$ cat src/laneStats_config.svh
`ifndef LANE_STATS_CONFIG_SVH
`define LANE_STATS_CONFIG_SVH

`define LANE_COUNT     16
`define LANE_BITS      4
`define SAMPLE_WIDTH   16
`define SUM_WIDTH      64
`define COUNT_WIDTH    8   // Saturates at all ones
`define WINDOW_WIDTH   16

// Watchdog cycles per sample or lane
`define TIMEOUT_MARGIN 8

`endif

$ cat src/laneStatsPkg.sv
`default_nettype none

`include "laneStats_config.svh"

package laneStatsPkg;

    // Command sequencer states
    typedef enum logic [2:0] {
        Idle    = 3'd0,
        Arm     = 3'd1,   // Clear all lanes
        Collect = 3'd2,
        Drain   = 3'd3,   // Result walk in progress
        Done    = 3'd4
    } seqState_e;

    // One lane entry of the accumulator bank
    typedef struct packed {
        logic [`SUM_WIDTH-1:0]   sum;
        logic [`COUNT_WIDTH-1:0] count;
        logic                    satFlag;   // Sticky count overflow
    } laneResult_t;

endpackage

`default_nettype wire

$ cat src/laneReadIf.sv
`timescale 1ns/1ps
`default_nettype none

`include "laneStats_config.svh"

interface laneReadIf;

    logic                      rdEn;
    logic [`LANE_BITS-1:0]     rdLane;
    laneStatsPkg::laneResult_t rdData;    // Valid one cycle after rdEn
    logic                      rdValid;

    modport reader (
        output rdEn,
        output rdLane,
        input  rdData,
        input  rdValid
    );

    modport bank (
        input  rdEn,
        input  rdLane,
        output rdData,
        output rdValid
    );

endinterface

`default_nettype wire

$ cat src/captureSequencer.sv
`timescale 1ns/1ps
`default_nettype none

`include "laneStats_config.svh"

module captureSequencer (
    input  wire                     sys_clk,
    input  wire                     rst,
    input  wire                     startValid,
    input  wire [`WINDOW_WIDTH-1:0] startWindow,
    input  wire                     sampleFire,
    input  wire                     drainDone,
    output logic                    startReady,
    output logic                    clearAll,
    output logic                    collect,
    output logic                    drainGo,
    output logic                    busy,
    output logic                    done
);

    localparam logic [`WINDOW_WIDTH-1:0] lastSample = 1;

    laneStatsPkg::seqState_e state;
    laneStatsPkg::seqState_e nextState;
    logic [`WINDOW_WIDTH-1:0] remaining;   // Samples left in window
    logic                     startFire;

    assign startFire = startValid && startReady;
    assign clearAll  = (state == laneStatsPkg::Arm);
    assign collect   = (state == laneStatsPkg::Collect);
    assign busy      = (state != laneStatsPkg::Idle) && (state != laneStatsPkg::Done);

    always_comb begin
        nextState = state;
        unique case (state)
            laneStatsPkg::Idle: begin
                if (startFire) nextState = laneStatsPkg::Arm;
            end
            laneStatsPkg::Arm: begin
                // Empty window skips collection
                nextState = (remaining == '0) ? laneStatsPkg::Drain : laneStatsPkg::Collect;
            end
            laneStatsPkg::Collect: begin
                if (sampleFire && remaining == lastSample) nextState = laneStatsPkg::Drain;
            end
            laneStatsPkg::Drain: begin
                if (drainDone) nextState = laneStatsPkg::Done;
            end
            laneStatsPkg::Done: begin
                nextState = laneStatsPkg::Idle;
            end
            default: nextState = laneStatsPkg::Idle;
        endcase
    end

    always_ff @(posedge sys_clk) begin
        if (rst) begin
            state      <= laneStatsPkg::Idle;
            startReady <= 1'b0;
            drainGo    <= 1'b0;
            done       <= 1'b0;
        end else begin
            state      <= nextState;
            startReady <= (nextState == laneStatsPkg::Idle);
            drainGo    <= (nextState == laneStatsPkg::Drain) && (state != laneStatsPkg::Drain);
            done       <= (nextState == laneStatsPkg::Done);
        end
    end

    always_ff @(posedge sys_clk) begin
        if (startFire) begin
            remaining <= startWindow;
        end else if (collect && sampleFire) begin
            remaining <= remaining - 1'b1;
        end
    end

    // Readout owns the exit from Drain
    assert property (@(posedge sys_clk) disable iff (rst)
        drainDone |-> state == laneStatsPkg::Drain);

endmodule

`default_nettype wire

$ cat src/laneAccumulator.sv
`timescale 1ns/1ps
`default_nettype none

`include "laneStats_config.svh"

module laneAccumulator (
    input  wire                     sys_clk,
    input  wire                     rst,
    input  wire                     clearAll,
    input  wire                     collect,
    input  wire                     sampleValid,
    input  wire [`LANE_BITS-1:0]    sampleLane,
    input  wire [`SAMPLE_WIDTH-1:0] sampleValue,
    output logic                    sampleReady,
    output logic                    sampleFire,
    laneReadIf.bank                 rdPort
);

    laneStatsPkg::laneResult_t laneTable [`LANE_COUNT];
    logic [`SUM_WIDTH-1:0]     sampleExt;

    // Never back-pressured while collecting
    assign sampleReady = collect;
    assign sampleFire  = sampleValid && sampleReady;
    assign sampleExt   = {{(`SUM_WIDTH - `SAMPLE_WIDTH){1'b0}}, sampleValue};

    always_ff @(posedge sys_clk) begin
        if (rst || clearAll) begin
            for (int i = 0; i < `LANE_COUNT; i++) begin
                laneTable[i] <= '0;
            end
        end else if (sampleFire) begin
            laneTable[sampleLane].sum <= laneTable[sampleLane].sum + sampleExt;
            if (&laneTable[sampleLane].count) begin
                laneTable[sampleLane].satFlag <= 1'b1;   // Count stays pinned
            end else begin
                laneTable[sampleLane].count <= laneTable[sampleLane].count + 1'b1;
            end
        end
    end

    always_ff @(posedge sys_clk) begin
        if (rst) begin
            rdPort.rdValid <= 1'b0;
        end else begin
            rdPort.rdValid <= rdPort.rdEn;
        end
    end

    always_ff @(posedge sys_clk) begin
        if (rdPort.rdEn) begin
            rdPort.rdData <= laneTable[rdPort.rdLane];
        end
    end

    // Sequencer keeps clear and collection apart
    assert property (@(posedge sys_clk) disable iff (rst)
        sampleFire |-> !clearAll);

    for (genvar g = 0; g < `LANE_COUNT; g++) begin : genCountCheck
        assert property (@(posedge sys_clk) disable iff (rst)
            !clearAll |=> laneTable[g].count >= $past(laneTable[g].count));
    end

endmodule

`default_nettype wire

$ cat src/laneStatsTop.sv
`timescale 1ns/1ps
`default_nettype none

`include "laneStats_config.svh"

module laneStatsTop (
    input  wire                     sys_clk,
    input  wire                     rst,
    input  wire                     startValid,
    input  wire [`WINDOW_WIDTH-1:0] startWindow,
    output logic                    startReady,
    input  wire                     sampleValid,
    input  wire [`LANE_BITS-1:0]    sampleLane,
    input  wire [`SAMPLE_WIDTH-1:0] sampleValue,
    output logic                    sampleReady,
    output logic                    resValid,
    input  wire                     resReady,
    output logic [`LANE_BITS-1:0]   resLane,
    output logic [`SUM_WIDTH-1:0]   resSum,
    output logic [`COUNT_WIDTH-1:0] resCount,
    output logic                    resSat,
    output logic                    busy,
    output logic                    done
);

    logic clearAll;
    logic collect;
    logic drainGo;
    logic drainDone;
    logic sampleFire;

    laneReadIf rdBus ();   // Bank to readout

    captureSequencer i_sequencer (
        .sys_clk     (sys_clk),
        .rst         (rst),
        .startValid  (startValid),
        .startWindow (startWindow),
        .sampleFire  (sampleFire),
        .drainDone   (drainDone),
        .startReady  (startReady),
        .clearAll    (clearAll),
        .collect     (collect),
        .drainGo     (drainGo),
        .busy        (busy),
        .done        (done)
    );

    laneAccumulator i_accumulator (
        .sys_clk     (sys_clk),
        .rst         (rst),
        .clearAll    (clearAll),
        .collect     (collect),
        .sampleValid (sampleValid),
        .sampleLane  (sampleLane),
        .sampleValue (sampleValue),
        .sampleReady (sampleReady),
        .sampleFire  (sampleFire),
        .rdPort      (rdBus.bank)
    );

    resultReadout i_readout (
        .sys_clk   (sys_clk),
        .rst       (rst),
        .drainGo   (drainGo),
        .resReady  (resReady),
        .resValid  (resValid),
        .resLane   (resLane),
        .resSum    (resSum),
        .resCount  (resCount),
        .resSat    (resSat),
        .drainDone (drainDone),
        .rdPort    (rdBus.reader)
    );

endmodule

`default_nettype wire

$ cat src/resultReadout.sv
`timescale 1ns/1ps
`default_nettype none

`include "laneStats_config.svh"

module resultReadout (
    input  wire                     sys_clk,
    input  wire                     rst,
    input  wire                     drainGo,
    input  wire                     resReady,
    output logic                    resValid,
    output logic [`LANE_BITS-1:0]   resLane,
    output logic [`SUM_WIDTH-1:0]   resSum,
    output logic [`COUNT_WIDTH-1:0] resCount,
    output logic                    resSat,
    output logic                    drainDone,
    laneReadIf.reader               rdPort
);

    localparam int laneMax = `LANE_COUNT - 1;

    logic [`LANE_BITS-1:0]     laneIdx;    // Lane currently presented
    laneStatsPkg::laneResult_t resEntry;
    logic                      resFire;
    logic                      lastLane;

    assign resFire  = resValid && resReady;
    assign lastLane = (laneIdx == laneMax[`LANE_BITS-1:0]);

    // Next read only once the current result is taken
    assign rdPort.rdEn   = drainGo || (resFire && !lastLane);
    assign rdPort.rdLane = drainGo ? '0 : laneIdx + 1'b1;

    always_ff @(posedge sys_clk) begin
        if (rst) begin
            laneIdx   <= '0;
            resValid  <= 1'b0;
            drainDone <= 1'b0;
        end else begin
            drainDone <= resFire && lastLane;
            if (drainGo) begin
                laneIdx <= '0;
            end else if (resFire && !lastLane) begin
                laneIdx <= laneIdx + 1'b1;
            end
            if (rdPort.rdValid) begin
                resValid <= 1'b1;
            end else if (resFire) begin
                resValid <= 1'b0;
            end
        end
    end

    always_ff @(posedge sys_clk) begin
        if (rdPort.rdValid) begin
            resEntry <= rdPort.rdData;
        end
    end

    assign resLane  = laneIdx;
    assign resSum   = resEntry.sum;
    assign resCount = resEntry.count;
    assign resSat   = resEntry.satFlag;

    assert property (@(posedge sys_clk) disable iff (rst)
        (resValid && !resReady) |=> resValid && $stable(resLane) && $stable(resSum)
            && $stable(resCount) && $stable(resSat));

endmodule

`default_nettype wire

$ cat config.mk
export PLATFORM = sky130hd
export DESIGN_NAME = laneStatsTop
export DESIGN_NICKNAME = d
export VERILOG_FILES = /design/src/laneStatsPkg.sv /design/src/laneReadIf.sv /design/src/captureSequencer.sv /design/src/laneAccumulator.sv /design/src/laneStatsTop.sv /design/src/resultReadout.sv
export VERILOG_INCLUDE_DIRS = /design/src
export SDC_FILE = /design/constraint.sdc
export NUM_CORES = 2
export LEC_CHECK = 0
export BUFFER_PORTS_ARGS = -buffer_cell sky130_fd_sc_hd__buf_2
export CAP_MARGIN = 20
export CORE_AREA = 2 2 318 399
export DETAILED_ROUTE_END_ITERATION = 7
export DIE_AREA = 0 0 320 401
export PLACE_DENSITY_LB_ADDON = 0.05
export SKIP_CTS_REPAIR_TIMING = 1
export SLEW_MARGIN = 10
export SYNTH_ARGS = -nofsm -noshare
export SYNTH_HDL_FRONTEND = slang
export SYNTH_SLANG_ARGS = --single-unit
export TNS_END_PERCENT = 50
$ cat constraint.sdc
create_clock -name sys_clk -period 7.1 [get_ports sys_clk]
set_input_delay 0.71 -clock sys_clk [delete_from_list [all_inputs] [get_ports sys_clk]]
set_output_delay 0.71 -clock sys_clk [all_outputs]
set_load 0.05 [all_outputs]
Word-level counts from Yosys, hierarchy flattened
Memory sizes are Yosys's and may differ from the RTL's. A register that Yosys moved wholly into a read port is not among the register bits.
Cells that the tools add are included.
{ "op_classes": {"muxes": 26, "eq_ne": 9, "add_sub_neg": 4, "reduce_logical": 21} }
{ "op_table": {"columns": ["operator", "count"], "rows": [
  ["73-bit two-way mux", 1],
  ["73-bit OR reduction", 1],
  ["64-bit by 16-bit adder with 64-bit output", 1],
  ["16-bit two-way mux", 2],
  ["16-bit by 1-bit equality test with 1-bit output (second input constant)", 1],
  ["16-bit logical NOT", 1],
  ["1-bit two-way mux", 16],
  ["16-bit by 1-bit subtractor with 16-bit output (second input constant)", 1],
  ["3-bit two-way mux", 4],
  ["3-bit one-hot mux with 4 select lines", 1],
  ["3-bit by 2-bit equality test with 1-bit output (second input constant)", 3],
  ["1-bit logical AND", 9],
  ["8-bit by 1-bit adder with 8-bit output (second input constant)", 1],
  ["4-bit two-way mux", 2],
  ["8-bit AND reduction", 1],
  ["3-bit logical NOT", 2],
  ["4-bit by 1-bit adder with 4-bit output (second input constant)", 1],
  ["4-bit equality test (second input constant)", 1],
  ["2-bit nonzero test", 2],
  ["3-bit by 1-bit equality test with 1-bit output (second input constant)", 1],
  ["3-bit equality test (second input constant)", 1],
  ["3-bit by 2-bit inequality test with 1-bit output (second input constant)", 1],
  ["3-bit inequality test (second input constant)", 1],
  ["3-bit nonzero test", 1],
  ["other kinds (3)", 4]
]} }
{ "totals": {"ram_bits": 1168, "inputBits": 41, "output_inout_bits": 82, "wordCells": 73, "n_memories": 1, "ff_bits": 102} }
{ "memory_table": {"columns": ["name", "words", "width", "read_ports", "rd_ports_with_merged_regs", "write_ports", "line", "rtl"], "rows": [
  ["i_accumulator.laneTable", 16, 73, 2, 1, 16, "laneAccumulator.sv:19", "laneStatsPkg::laneResult_t laneTable [`LANE_COUNT];"]
]} }

Depth between registers and ports, before layout
An unclocked memory read counts as a cell.
{ "logic_depth": {"word_depth": 8, "mapped_depth": 26} }

Cells and area by module
A second synthesis with hierarchy kept.
{ "unflattened": {"hier_cells": 4173, "area_unflattened_um2": 66478.8} }
{ "by_module_without_submodules": {"columns": ["module", "area_per_inst_um2", "n_inst", "cells_each", "seq_area_each_um2"], "rows": [
  ["laneAccumulator", 62762.7, 1, 3941, 37125.6],
  ["resultReadout", 2496.1, 1, 109, 2312.2],
  ["captureSequencer", 1219.9, 1, 123, 600.6]
]} }

Worst setup path after synthesis
No wires, ideal clock.
{ "synth_path": {"kind": "in2reg", "from": "input port sampleLane[0]", "to": "memory i_accumulator.laneTable[0][68] (netlist bit), data pin", "path_buffers": 12, "cell_stages": 23, "t_arrival_ns": 6.270, "slack_ns": 0.561, "path_cell_list": "buf_6 buf_8 buf_12 buf_8 buf_6 buf_6 buf_6 buf_6 buf_6 buf_1 mux4_2 mux4_2 ha_1 nand2_1 or3_1 a31oi_1 o21bai_1 a21o_1 or4_4 buf_6 o31ai_2 buf_2 a21oi_2"} }
{ "synth_rtl": {"columns": ["element", "line", "rtl"], "rows": [
  ["start, declared", "laneStatsTop.sv:13", "input wire [`LANE_BITS-1:0] sampleLane,"],
  ["end, declared", "laneAccumulator.sv:19", null]
]} }

==> flow_metrics.py <==
metrics = {
    "place": {
        "port_buffers": 122,
        "preCtsSetupSlack_ps": 977,
        "dpl.cell_count": 6561,
        "place_hpwl_um": 122000,
        "gp_congestion": 0.849,
    },
    "run_status": {
        "outcome": "finished clean",
    },
    "final_layout": {
        "final_cells": 6818,
        "nNetsFinal": 5158,
        "fillers": 9858,
        "area_growth_pct": 9.99,
        "drive_above_1_share_pct": 19.6,
    },
    "hold_path": {
        "hp-class": "primary input to flip-flop",
    },
    "die": {
        "core_um2": 124000,
        "rows": 145,
        "io-pin-count": 123,
        "start_util_pct": 54.7,
        "die_y_um": 401,
        "die_w_um": 320,
        "die_area_um2": 128000,
    },
    "synth": {
        "avgSynthCellArea_um2": 13.2,
        "async_flop_share_pct": 0,
        "synth_cell_types": 85,
        "synth_ff_type": "edfxtp_1",
        "synth-edff-count": 1314,
        "seq_area_frac_synth_pct": 58.8,
        "yosysTopAreaCellShare_pct": 57.9,
        "yosys_warnings": 0,
        "synth-seq-cells": 1343,
        "synth_top_area_cell": "edfxtp_1",
        "ys_top_cells_by_area": "edfxtp_1 58%, mux4_2 13%, nor2_1 4.7%",
        "synth_nets": 5225,
        "syn-instance-count": 5162,
        "netlist_area_um2": 68100,
    },
    "power_and_ir_drop": {
        "vdd_ir_drop_max_v": 0.000239,
        "pwr_density_cell_nw_per_um2": 249,
        "p_total_uw": 18600,
        "leakagePower_uw": 0.0264,
    },
    "clock_tree": {
        "h-tree-depth": 4,
        "clock-sinks": 1343,
        "cts_tree": "built",
        "cts-root-buf": "clkbuf_16",
        "clkSlewWorstSetupHoldPaths_ps": 60,
        "worstSkewPairLatency_ps": 800,
        "cts_buffer_depth": 3,
        "cts_inserted_buffers": 141,
    },
    "grt": {
        "antenna_found_initial": 3,
        "first_global_vias": 47513,
        "grt_overflow_total": 0,
        "grt_pass1_wl_um": 322000,
        "gr-usage-all-layers_pct": 34.5,
        "grt_max_degree": 143,
    },
    "timing": {
        "tightest_slew_ps": 1110,
        "slew_headroom_pct": 25.8,
        "min_period_ps": 5370,
        "worst_slack_ps": 1730,
        "hold_viol": 0,
        "slew_violations": 0,
        "hold_ws_ps": 197,
        "setup_viol": 0,
        "timing.setup.tns_ps": 0,
        "rsz0062_at_grt": "no",
        "finClkSkew_ps": 32.7,
        "fmax_mhz": 186,
        "fin_crit_sh_pct": 75.6,
    },
    "drt": {
        "drc": 0,
        "wl_per_cell_um": 32.4,
        "vias": 47071,
        "vias_per_cell": 6.90,
        "wl_um": 221000,
        "first_pass_iters": 6,
        "first_iter_violations": 6202,
        "antenna_left": 0,
    },
    "setup_path": {
        "critPathCaptureType": "flip-flop",
        "crit_type": "primary input to flip-flop",
        "cp-start-kind": "primary input",
        "worstPathArrival_ps": 5840,
        "cp_data_required_time_ps": 7570,
        "worstPathMaxFanout": 32,
    },
    "flow_run": {
        "cap_violations": 0,
    },
}
## final timing paths
| path | startpoint | to | slack, ps | depth (start not counted) |
|---|---|---|---|---|
| worst max-delay path | sampleLane[0] | i_accumulator.laneTable[4][62] | 1730 | 14 |
| worst min-delay path | startWindow[7] | i_sequencer.remaining[7] | 200 | 3 |
| worst max register to register | i_accumulator.laneTable[13][17] | i_accumulator.laneTable[4][62] | 2000 | 12 |
| worst min register to register | i_accumulator.rdPort.rdData[52] | i_readout.resSum[43] | 400 | 0 |
## power breakdown
group / switching, uW / total [uW] / leakage, uW / internal, uW
registers: 192 / 9280 / 0.0137 / 9090
clock network: 3120 / 7310 / 0.00217 / 4190
logic: 1350 / 2040 / 0.0105 / 688
## worst max-delay path, stage by stage
cell and delay (ps):
buf_8 320, buf_12 290, mux4_2 520, mux4_2 530, ha_1 420, nand2_1 100, or3_1 360, a31oi_1 320
o21bai_1 260, a21oi_1 290, buf_4 220, nand4_1 310, o21ai_1 940, a21oi_1 150
## registers in the layout (all words and copies together) (netlist names)
signal / count
i_sequencer.remaining: 16
i_accumulator.laneTable: 1168
i_readout.resCount: 8
i_sequencer.startReady: 1
i_accumulator.rdPort.rdData: 73
i_sequencer.done: 1
i_sequencer.drainGo: 1
i_sequencer.state: 3
i_readout.resSum: 64
i_readout.resSat: 1
i_readout.drainDone: 1
i_accumulator.rdPort.rdValid: 1
i_readout.resValid: 1
i_readout.resLane: 4
## Yosys cell counts (all sizes together) (12+ instances only)
master	instances
a311oi	72
ha	21
a31oi	74
nand2	402
inv	19
nor2	859
and2	147
nor4	14
o21ai	50
mux4	398
or3	12
edfxtp	1314
a21oi	354
clkbuf	361
nand4	19
nand3	19
nor3	90
xor2	33
xnor2	33
a211oi	216
mux2i	289
buf	164
dfxtp	29
a22oi	60
a32o	16
## cells by family after synthesis
group | synth area share [%]
and+or+nand+nor | 10.2
DFF | 58.8
AOI/OAI and AO/OA | 8.58
muxes | 17.4
buffers and inverters | 3.65
xor gates and xnor gates | 0.920
adders and majority gates | 0.415
## metrics by stage
step | utilization [%] | area, um2
after CTS | 60.1 | 74800
final | 60.2 | 74900
after global routing | 60.2 | 74900
after floorplan | - | 68100
after global placement | 56.5 | 70300
after detailed placement | 56.6 | 70400
## area by class of cell
cell class / count / area [um2] / share of cell area, %
well taps: 1617 / 2020 / 2.70
repair buffers: 315 / 2370 / 3.16
flip-flops and latches: 1343 / 40000 / 53.5
multi-input cells: 3275 / 26000 / 34.6
clock buffers: 185 / 3830 / 5.11
clock inverters: 63 / 613 / 0.818
diodes: 1 / 2.50 / 0.00334
inverters: 19 / 76.3 / 0.102
## cells in the final DEF, fill, tap and decap left out, types with 10 or more instances in the layout
master	netlist	final
a211oi_1	216	216
a21oi_1	334	333
a21oi_2	20	20
a22oi_1	59	59
a311oi_1	72	72
a31oi_1	74	74
a32o_1	16	16
and2_1	147	146
buf_12	4	24
buf_2	63	125
buf_4	6	164
bufinv_16	0	11
clkbuf_1	361	36
clkbuf_16	0	146
clkinv_1	0	19
clkinv_2	0	21
dfxtp_1	29	27
edfxtp_1	1314	1314
ha_1	21	21
inv_1	18	17
mux2i_1	289	289
mux4_2	394	394
nand2_1	395	363
nand2_4	1	33
nand3_1	18	18
nand4_1	16	16
nor2_1	857	855
nor3_1	89	89
nor4_1	12	10
o21ai_0	40	39
o21ai_1	10	10
or3_1	12	12
xnor2_1	30	29
xor2_1	31	26
## routing by layer
layer | vias to the layer above | GRT usage, % | part of all wire (%)
li1 | 19594 | - | -
met1 | 23943 | 45.8 | 37
met2 | 2930 | 56.2 | 48
met3 | 602 | 5.85 | 10
met4 | 2 | 15.5 | 4.9
met5 | - | 0 | 0.0082
(Power assumes the default switching activity.)
